--- config.mk ---
export PLATFORM = sky130hd
export DESIGN_NAME = riscv_core
export DESIGN_NICKNAME = d
export VERILOG_FILES = /design/src/logic/alu_pkg.sv /design/src/logic/riscv_pkg.sv /design/src/logic/lsu_if.sv /design/src/logic/alu.sv /design/src/logic/reg_file.sv /design/src/logic/decoder.sv /design/src/logic/fetch_stage.sv /design/src/logic/lsu.sv /design/src/logic/riscv_core.sv
export SDC_FILE = /design/constraint.sdc
export NUM_CORES = 2
export LEC_CHECK = 0
export BUFFER_PORTS_ARGS = -buffer_cell sky130_fd_sc_hd__buf_2
export CAP_MARGIN = 20
export CORE_MARGIN = 3
export CORE_UTILIZATION = 50
export CTS_CLUSTER_DIAMETER = 150
export DETAILED_ROUTE_END_ITERATION = 6
export PLACE_DENSITY = 0.78
export SYNTH_ARGS = -nofsm -noshare
export SYNTH_HDL_FRONTEND = slang
export SYNTH_SLANG_ARGS = --single-unit
--- constraint.sdc ---
create_clock -name clk -period 6.95 [get_ports clk]
set_clock_uncertainty 0.2 [all_clocks]
set_input_delay 0.695 -clock clk [delete_from_list [all_inputs] [get_ports clk]]
set_output_delay 0.695 -clock clk [all_outputs]
set_load 0.05 [all_outputs]
--- src/logic/alu_pkg.sv ---
package alu_pkg;

	typedef enum logic [3:0] {
		ALU_ADD,
		ALU_SUB,
		ALU_AND,
		ALU_OR,
		ALU_XOR,
		ALU_SLT,
		ALU_SLL,
		ALU_SRL,
		ALU_SRA,
		ALU_PASS_B,
		ALU_EQ
	} alu_op_e;

	typedef enum logic [1:0] {OP_A_REG, OP_A_ZERO, OP_A_PC} op_a_sel_e;

	typedef enum logic {OP_B_REG, OP_B_IMM} op_b_sel_e;

	typedef enum logic [1:0] {WB_ALU, WB_LSU, WB_PC4} wb_sel_e;

endpackage

--- src/logic/riscv_pkg.sv ---
package riscv_pkg;
	import alu_pkg::*;

	typedef logic [31:0] word_t;
	typedef logic [31:0] addr_t;
	typedef logic [4:0]  reg_idx_t;

	// Reset PC
	localparam addr_t BOOT_ADDRESS = 32'h0000_0000;

	// Major opcodes of the kept subset
	localparam logic [6:0] OPCODE_OP     = 7'b0110011;
	localparam logic [6:0] OPCODE_OP_IMM = 7'b0010011;
	localparam logic [6:0] OPCODE_LUI    = 7'b0110111;
	localparam logic [6:0] OPCODE_LOAD   = 7'b0000011;
	localparam logic [6:0] OPCODE_STORE  = 7'b0100011;
	localparam logic [6:0] OPCODE_BRANCH = 7'b1100011;
	localparam logic [6:0] OPCODE_JAL    = 7'b1101111;

	typedef struct packed {
		reg_idx_t   rs1;
		reg_idx_t   rs2;
		reg_idx_t   rd;
		logic       rf_we;
		alu_op_e    alu_op;
		op_a_sel_e  op_a_sel;
		op_b_sel_e  op_b_sel;
		wb_sel_e    wb_sel;
		logic       lsu_re;
		logic       lsu_we;
		logic       branch;
		// BNE when set, BEQ otherwise
		logic       branch_ne;
		logic       jump;
		logic       illegal;
		word_t      imm;
	} decoded_t;

endpackage

--- src/logic/lsu_if.sv ---
`timescale 1ns/100ps

interface lsu_if import riscv_pkg::*; ();

	// Request levels, held until done
	logic  re;
	logic  we;
	addr_t addr;
	word_t wdata;

	word_t rdata;
	logic  done;

	modport core (output re, output we, output addr, output wdata, input rdata, input done);

	modport unit (input re, input we, input addr, input wdata, output rdata, output done);

endinterface

--- src/logic/alu.sv ---
`timescale 1ns/100ps

module alu import alu_pkg::*, riscv_pkg::*;
(
	input  alu_op_e alu_op_i,
	input  word_t   operand_a_i,
	input  word_t   operand_b_i,
	output word_t   alu_result_o
);

	logic [4:0] shamt;

	assign shamt = operand_b_i[4:0];

	always_comb
	begin
		case (alu_op_i)
			ALU_ADD:    alu_result_o = operand_a_i + operand_b_i;
			ALU_SUB:    alu_result_o = operand_a_i - operand_b_i;
			ALU_AND:    alu_result_o = operand_a_i & operand_b_i;
			ALU_OR:     alu_result_o = operand_a_i | operand_b_i;
			ALU_XOR:    alu_result_o = operand_a_i ^ operand_b_i;
			ALU_SLT:    alu_result_o = {31'b0, $signed(operand_a_i) < $signed(operand_b_i)};
			ALU_SLL:    alu_result_o = operand_a_i << shamt;
			ALU_SRL:    alu_result_o = operand_a_i >> shamt;
			ALU_SRA:    alu_result_o = word_t'($signed(operand_a_i) >>> shamt);
			ALU_PASS_B: alu_result_o = operand_b_i;
			// Branch compare, bit 0 only
			ALU_EQ:     alu_result_o = {31'b0, operand_a_i == operand_b_i};
			default:    alu_result_o = '0;
		endcase
	end

endmodule

--- src/logic/reg_file.sv ---
`timescale 1ns/100ps

module reg_file import riscv_pkg::*;
(
	input  logic     clk,

	input  logic     write_en_i,
	input  reg_idx_t write_addr_i,
	input  word_t    write_data_i,

	input  reg_idx_t read_addr_1_i,
	output word_t    read_data_1_o,

	input  reg_idx_t read_addr_2_i,
	output word_t    read_data_2_o
);

	word_t regs [32];

	always_ff @(posedge clk)
	begin
		if (write_en_i && write_addr_i != 5'd0)
			regs[write_addr_i] <= write_data_i;
	end

	// x0 is hardwired to zero
	assign read_data_1_o = (read_addr_1_i == 5'd0) ? '0 : regs[read_addr_1_i];
	assign read_data_2_o = (read_addr_2_i == 5'd0) ? '0 : regs[read_addr_2_i];

endmodule

--- src/logic/decoder.sv ---
`timescale 1ns/100ps

module decoder import alu_pkg::*, riscv_pkg::*;
(
	input  word_t    instr_i,
	output decoded_t dec_o
);

	logic [6:0] opcode;
	logic [2:0] funct3;
	logic [6:0] funct7;
	word_t      imm_i;
	word_t      imm_s;
	word_t      imm_b;
	word_t      imm_u;
	word_t      imm_j;

	assign opcode = instr_i[6:0];
	assign funct3 = instr_i[14:12];
	assign funct7 = instr_i[31:25];

	assign imm_i = {{20{instr_i[31]}}, instr_i[31:20]};
	assign imm_s = {{20{instr_i[31]}}, instr_i[31:25], instr_i[11:7]};
	assign imm_b = {{19{instr_i[31]}}, instr_i[31], instr_i[7], instr_i[30:25],
		instr_i[11:8], 1'b0};
	assign imm_u = {instr_i[31:12], 12'b0};
	assign imm_j = {{11{instr_i[31]}}, instr_i[31], instr_i[19:12], instr_i[20],
		instr_i[30:21], 1'b0};

	always_comb
	begin
		dec_o           = '0;
		dec_o.rs1       = instr_i[19:15];
		dec_o.rs2       = instr_i[24:20];
		dec_o.rd        = instr_i[11:7];
		dec_o.alu_op    = ALU_ADD;
		dec_o.op_a_sel  = OP_A_REG;
		dec_o.op_b_sel  = OP_B_REG;
		dec_o.wb_sel    = WB_ALU;
		dec_o.imm       = imm_i;

		// Opcode sets the controls, bad funct fields only raise illegal
		case (opcode)
			OPCODE_OP:
			begin
				dec_o.rf_we = 1'b1;
				case ({funct7, funct3})
					{7'b0000000, 3'b000}: dec_o.alu_op = ALU_ADD;
					{7'b0100000, 3'b000}: dec_o.alu_op = ALU_SUB;
					{7'b0000000, 3'b001}: dec_o.alu_op = ALU_SLL;
					{7'b0000000, 3'b010}: dec_o.alu_op = ALU_SLT;
					{7'b0000000, 3'b100}: dec_o.alu_op = ALU_XOR;
					{7'b0000000, 3'b101}: dec_o.alu_op = ALU_SRL;
					{7'b0100000, 3'b101}: dec_o.alu_op = ALU_SRA;
					{7'b0000000, 3'b110}: dec_o.alu_op = ALU_OR;
					{7'b0000000, 3'b111}: dec_o.alu_op = ALU_AND;
					default:              dec_o.illegal = 1'b1;
				endcase
			end
			OPCODE_OP_IMM:
			begin
				dec_o.rf_we    = 1'b1;
				dec_o.op_b_sel = OP_B_IMM;
				case (funct3)
					3'b000:  dec_o.alu_op = ALU_ADD;
					3'b100:  dec_o.alu_op = ALU_XOR;
					3'b110:  dec_o.alu_op = ALU_OR;
					3'b111:  dec_o.alu_op = ALU_AND;
					default: dec_o.illegal = 1'b1;
				endcase
			end
			OPCODE_LUI:
			begin
				dec_o.rf_we    = 1'b1;
				dec_o.alu_op   = ALU_PASS_B;
				dec_o.op_a_sel = OP_A_ZERO;
				dec_o.op_b_sel = OP_B_IMM;
				dec_o.imm      = imm_u;
			end
			OPCODE_LOAD:
			begin
				dec_o.rf_we    = 1'b1;
				dec_o.lsu_re   = 1'b1;
				dec_o.op_b_sel = OP_B_IMM;
				dec_o.wb_sel   = WB_LSU;
				dec_o.illegal  = (funct3 != 3'b010);
			end
			OPCODE_STORE:
			begin
				dec_o.lsu_we   = 1'b1;
				dec_o.op_b_sel = OP_B_IMM;
				dec_o.imm      = imm_s;
				dec_o.illegal  = (funct3 != 3'b010);
			end
			OPCODE_BRANCH:
			begin
				dec_o.branch    = 1'b1;
				dec_o.branch_ne = funct3[0];
				dec_o.alu_op    = ALU_EQ;
				dec_o.imm       = imm_b;
				dec_o.illegal   = (funct3[2:1] != 2'b00);
			end
			OPCODE_JAL:
			begin
				dec_o.rf_we  = 1'b1;
				dec_o.jump   = 1'b1;
				dec_o.wb_sel = WB_PC4;
				dec_o.imm    = imm_j;
			end
			default: dec_o.illegal = 1'b1;
		endcase
	end

endmodule

--- src/logic/fetch_stage.sv ---
`timescale 1ns/100ps

module fetch_stage import riscv_pkg::*;
(
	input  logic  clk,
	input  logic  rst_n_i,

	input  addr_t target_addr_i,
	input  logic  take_target_i,
	input  logic  is_mem_i,
	input  logic  lsu_done_i,

	output word_t instr_o,
	output addr_t pc_o,
	output logic  exec_o,
	output logic  mem_wait_o,
	output logic  retire_o,

	// Instruction memory port
	output logic  imem_valid_o,
	input  logic  imem_ready_i,
	output addr_t imem_addr_o,
	input  word_t imem_rdata_i
);

	typedef enum logic [1:0] {S_FETCH, S_EXEC, S_WAIT} state_e;

	state_e state_q;
	addr_t  pc_q;
	word_t  instr_q;
	logic   imem_valid_q;
	logic   fetch_done;

	assign fetch_done = (state_q == S_FETCH) && imem_valid_q && imem_ready_i;

	assign exec_o     = (state_q == S_EXEC);
	assign mem_wait_o = (state_q == S_WAIT);
	assign retire_o   = (exec_o && !is_mem_i) || (mem_wait_o && lsu_done_i);

	always_ff @(posedge clk)
	begin
		if (!rst_n_i)
		begin
			state_q      <= S_FETCH;
			pc_q         <= BOOT_ADDRESS;
			imem_valid_q <= 1'b0;
		end
		else if (retire_o)
		begin
			state_q      <= S_FETCH;
			pc_q         <= take_target_i ? target_addr_i : pc_q + 32'd4;
			imem_valid_q <= 1'b1;
		end
		else
		begin
			case (state_q)
				S_FETCH:
				begin
					if (fetch_done)
						state_q <= S_EXEC;
					imem_valid_q <= !fetch_done;
				end
				// Memory instruction, hand over to the LSU
				S_EXEC:  state_q <= S_WAIT;
				S_WAIT:  state_q <= S_WAIT;
				default: state_q <= S_FETCH;
			endcase
		end
	end

	always_ff @(posedge clk)
	begin
		if (fetch_done)
			instr_q <= imem_rdata_i;
	end

	assign instr_o      = instr_q;
	assign pc_o         = pc_q;
	assign imem_valid_o = imem_valid_q;
	assign imem_addr_o  = pc_q;

endmodule

--- src/logic/lsu.sv ---
`timescale 1ns/100ps

module lsu import riscv_pkg::*;
(
	lsu_if.unit        lsu,

	// Data memory port
	output logic       dmem_valid_o,
	input  logic       dmem_ready_i,
	output addr_t      dmem_addr_o,
	output word_t      dmem_wdata_o,
	output logic [3:0] dmem_we_o,
	input  word_t      dmem_rdata_i
);

	logic req;

	assign req = lsu.re | lsu.we;

	assign dmem_valid_o = req;
	assign dmem_addr_o  = lsu.addr;
	assign dmem_wdata_o = lsu.wdata;

	// Word accesses only, all byte lanes or none
	assign dmem_we_o = {4{lsu.we}};

	assign lsu.rdata = dmem_rdata_i;
	assign lsu.done  = req & dmem_ready_i;

endmodule

--- src/logic/riscv_core.sv ---
`timescale 1ns/100ps

module riscv_core import alu_pkg::*, riscv_pkg::*;
(
	input  logic       clk,
	input  logic       rst_n_i,

	// Instruction memory
	output logic       imem_valid_o,
	input  logic       imem_ready_i,
	output addr_t      imem_addr_o,
	input  word_t      imem_rdata_i,

	// Data memory
	output logic       dmem_valid_o,
	input  logic       dmem_ready_i,
	output addr_t      dmem_addr_o,
	output word_t      dmem_wdata_o,
	output logic [3:0] dmem_we_o,
	input  word_t      dmem_rdata_i
);

	word_t    instr;
	addr_t    pc;
	decoded_t dec;
	logic     op_valid;

	word_t    alu_operand_a;
	word_t    alu_operand_b;
	word_t    alu_result;

	word_t    rf_read_data_1;
	word_t    rf_read_data_2;
	word_t    rf_write_data;
	logic     rf_write_en;

	addr_t    target_addr;
	logic     branch_taken;
	logic     take_target;
	logic     is_mem;
	logic     exec;
	logic     mem_wait;
	logic     retire;

	lsu_if lsu_bus ();

	decoder decoder
	(
		.instr_i (instr),
		.dec_o   (dec)
	);

	// Illegal encodings retire as no-ops
	assign op_valid = !dec.illegal;

	always_comb
	begin
		case (dec.op_a_sel)
			OP_A_REG:  alu_operand_a = rf_read_data_1;
			OP_A_ZERO: alu_operand_a = '0;
			OP_A_PC:   alu_operand_a = pc;
			default:   alu_operand_a = rf_read_data_1;
		endcase

		case (dec.op_b_sel)
			OP_B_REG: alu_operand_b = rf_read_data_2;
			OP_B_IMM: alu_operand_b = dec.imm;
			default:  alu_operand_b = rf_read_data_2;
		endcase

		case (dec.wb_sel)
			WB_ALU:  rf_write_data = alu_result;
			WB_LSU:  rf_write_data = lsu_bus.rdata;
			WB_PC4:  rf_write_data = pc + 32'd4;
			default: rf_write_data = alu_result;
		endcase
	end

	alu alu
	(
		.alu_op_i     (dec.alu_op),
		.operand_a_i  (alu_operand_a),
		.operand_b_i  (alu_operand_b),
		.alu_result_o (alu_result)
	);

	assign rf_write_en = dec.rf_we & op_valid & retire;

	reg_file reg_file
	(
		.clk           (clk),
		.write_en_i    (rf_write_en),
		.write_addr_i  (dec.rd),
		.write_data_i  (rf_write_data),
		.read_addr_1_i (dec.rs1),
		.read_data_1_o (rf_read_data_1),
		.read_addr_2_i (dec.rs2),
		.read_data_2_o (rf_read_data_2)
	);

	// Branch and JAL target
	assign target_addr  = pc + dec.imm;
	assign branch_taken = dec.branch & (alu_result[0] ^ dec.branch_ne);
	assign take_target  = exec & op_valid & (dec.jump | branch_taken);
	assign is_mem       = (dec.lsu_re | dec.lsu_we) & op_valid;

	fetch_stage fetch_stage
	(
		.clk           (clk),
		.rst_n_i       (rst_n_i),
		.target_addr_i (target_addr),
		.take_target_i (take_target),
		.is_mem_i      (is_mem),
		.lsu_done_i    (lsu_bus.done),
		.instr_o       (instr),
		.pc_o          (pc),
		.exec_o        (exec),
		.mem_wait_o    (mem_wait),
		.retire_o      (retire),
		.imem_valid_o  (imem_valid_o),
		.imem_ready_i  (imem_ready_i),
		.imem_addr_o   (imem_addr_o),
		.imem_rdata_i  (imem_rdata_i)
	);

	assign lsu_bus.re    = mem_wait & dec.lsu_re;
	assign lsu_bus.we    = mem_wait & dec.lsu_we;
	assign lsu_bus.addr  = alu_result;
	assign lsu_bus.wdata = rf_read_data_2;

	lsu lsu
	(
		.lsu          (lsu_bus.unit),
		.dmem_valid_o (dmem_valid_o),
		.dmem_ready_i (dmem_ready_i),
		.dmem_addr_o  (dmem_addr_o),
		.dmem_wdata_o (dmem_wdata_o),
		.dmem_we_o    (dmem_we_o),
		.dmem_rdata_i (dmem_rdata_i)
	);

endmodule

==> metrics.cfg <==
[placed_design]
gp_congestion = 1.07
dp_slack_ns = -0.252
place_hpwl_um = 172000
io_buffers = 169

[global_routing]
gr-usage-all-layers = 0.401
use_met1 = 0.515
grt_pass1_vias = 48428
grt_pass1_wl_um = 371000
grtUsageMet2 = 0.594
grt_overflow = 0
grtUsageMet3 = 0.127
busiest_layer = met2
antenna_found_initial = 7
grt_max_degree = 89

[synth]
synth-edff-count = 1056
ys_warn_count = 0
synth_cells = 4449
synth.avg_cell_area_um2 = 14.2
synth_xor_area_frac = 0.0101
async_reset_ff_frac = 0
synth_ff_type = edfxtp_1
synth_top_family_by_area = multiplexers
ys_types = 111
synth_compound_area_frac = 0.108
yosys.area_share.simple = 0.0618
synth_mux_area_frac = 0.243
synthAdderAreaFrac = 0.0283
synth-seq-cells = 1101
netlist_area_um2 = 63100
ys_seq_area_frac = 0.517

[finish]
final_common_cell = edfxtp_1
drive_gt1_frac = 0.355
layout_common_cells = edfxtp_1, mux4_2, buf_4
nets = 5234
finish.utilization = 0.610
area.growth.synth_to_final_pct = 20.3
fillers = 9003

[route]
drt-total-wl_um = 264000
firstDrtPassIters = 6
drt_iter0_drc = 8083
post-route-drc-count = 0
viasPerCell = 7.34
wl_per_cell_um = 39.1
ant_nets = 0
via_count = 49584

[die]
die_w_um = 361
die_y_um = 361
io_pins = 170
start_util = 0.507
fp.coreArea_um2 = 124000
dieArea_um2 = 130000
row_count = 129

[clock_tree]
cts.sinks = 1101
clk_latency_ns = 0.77
path_clk_slew_ns = 0.07
cts_root_buf = clkbuf_16
h-tree-depth = 3
cts_buffer_depth = 3
tritoncts = done
cts_buffers = 110

[power_and_ir_drop]
power_density_nw_per_um2 = 616
leakagePower_uw = 0.0269
vdd_ir_drop_max_v = 0.000695

[setup_path]
cp-start-kind = flip-flop
cp_top_family = compound AO/OA/AOI/OAI gates
endpoint_kind = output port
critical_path_required_ns = 6.05
crit_fanout = 8
crit_slowest_cell = mux4_2
critPathArrivalTime_ns = 6.22
cpMostUsedCell = buf_4
rr_worst_depth = 32
path_buf_inv = 8
criticalPathCategory = reg2out
cpPeakStageDelay_ns = 0.52
cp_num_cells = 26
reg2reg_slack_ns = -0.12
critPathCapture = dmem_addr_o[28]
crit-reg2reg-capture = reg_file.regs[6][25]$_DFFE_PP_

[timing]
hold_viol_final = 0
tightest_slew_ns = 1.12
max_slew_margin = 0.247
fin_crit_ns = 7.12
fmax_ghz = 0.140
maxSlewViolCount = 0
rsz0062_at_grt = yes
min_period_over_period = 1.02
setup_viol = 46
setup_slack_ns = -0.169

[run]
max_cap_violations = 0

[outcome]
outcome = finished with violations
violations = negative setup slack

[hold_path]
hold_class = in2reg

-- what timing repair did --
action	4_1_cts	5_1_grt
buffers inserted	66	32
resized for setup	254	119
pin swaps	70	65
hold buffers	25	0
endpoints found under the setup margin	91	59
endpoints found under the hold margin	25	0
cloned	12	3
-- per-layer routing --
metal | share of wire | vias up
met5 | 0.00013 | -
met4 | 0.080 | 6
met3 | 0.15 | 1067
met2 | 0.43 | 4740
met1 | 0.34 | 24552
li1 | - | 19219
-- synthesized netlist by cell type, types with 31 or more instances --
library cell,number,share of area
o211ai_1,33,0.0039
o21ai_0,191,0.015
edfxtp_1,1056,0.50
a21o_1,49,0.0058
nand2_1,189,0.011
buf_1,50,0.0030
a21oi_1,224,0.018
o22ai_1,51,0.0051
mux2i_1,205,0.033
mux4_2,556,0.20
nor3_1,78,0.0062
nor2_1,274,0.016
nand3_1,80,0.0063
ha_1,138,0.027
a221oi_1,31,0.0043
mux2_2,57,0.010
a31oi_1,34,0.0034
o21a_1,43,0.0051
a211oi_1,57,0.0068
a22oi_1,49,0.0058
buf_2,75,0.0060
xnor2_1,50,0.0069
clkbuf_1,167,0.0099
dfxtp_1,45,0.014
inv_1,150,0.0089
-- where the power goes --
group	internal [µW]	switching, µW
clock network	3320	2740
registers	11700	253
logic	10400	18300
total	25400	21300
-- sequential cells by signal (all words and copies together) (netlist names), named ones only --
name                      cells
reg_file.regs              1024
fetch_stage.imem_addr_o      32
fetch_stage.instr_o          32
fetch_stage.state_q           2
fetch_stage.imem_valid_o      1
-- worst min path at each step --
stage,depth (start not counted),slack (ns),endpoint,start
after floorplan,2,0.29,fetch_stage.state_q[1]$_SDFFE_PP0P_,fetch_stage.state_q[1]$_SDFFE_PP0P_
after global placement,2,0.32,fetch_stage.state_q[0]$_SDFFE_PP0P_,fetch_stage.state_q[0]$_SDFFE_PP0P_
after detailed placement,2,0.34,fetch_stage.state_q[1]$_SDFFE_PP0P_,fetch_stage.state_q[1]$_SDFFE_PP0P_
after CTS,1,0.002,fetch_stage.instr_o[24]$_DFFE_PP_,imem_rdata_i[24]
after global routing,1,0.03,fetch_stage.instr_o[19]$_DFFE_PP_,imem_rdata_i[19]
final,1,0.06,fetch_stage.instr_o[22]$_DFFE_PP_,imem_rdata_i[22]
-- cell families after synthesis --
logic type	after synthesis
buffers and inverters	478
AO/OA/AOI/OAI	1008
other	1
multiplexers	822
flip-flops	1101
adder cells (fa/ha/maj)	141
AND/OR/NAND/NOR	825
XOR/XNOR	73
-- layout make-up --
cell class | count | area, µm² | share of cell area
Timing Repair Buffer | 755 | 6800 | 0.0896
Inverter | 156 | 594 | 0.00783
Antenna cell | 2 | 5.00 | 0.0000659
Multi-Input combinational cell | 2901 | 30200 | 0.398
Tap cell | 1637 | 2050 | 0.0270
Clock inverter | 78 | 766 | 0.0101
Clock buffer | 126 | 2830 | 0.0373
Sequential cell | 1101 | 32600 | 0.430
-- metrics by stage --
stage	hold slack [ns]	total power, µW	instances	cell area, µm²	TNS, ns
global placement	0.317	36600	6416	69100	-9.60
detailed placement	0.343	36800	6417	69100	-11.10
global route	0.0286	48100	6754	75900	-10.47
finish	0.0604	46800	6756	75900	-4.50
floorplan	0.290	26000	4480	63300	0
CTS	0.00198	44800	6721	75000	-0.908
Note: power is estimated with default switching activity, not from simulation.
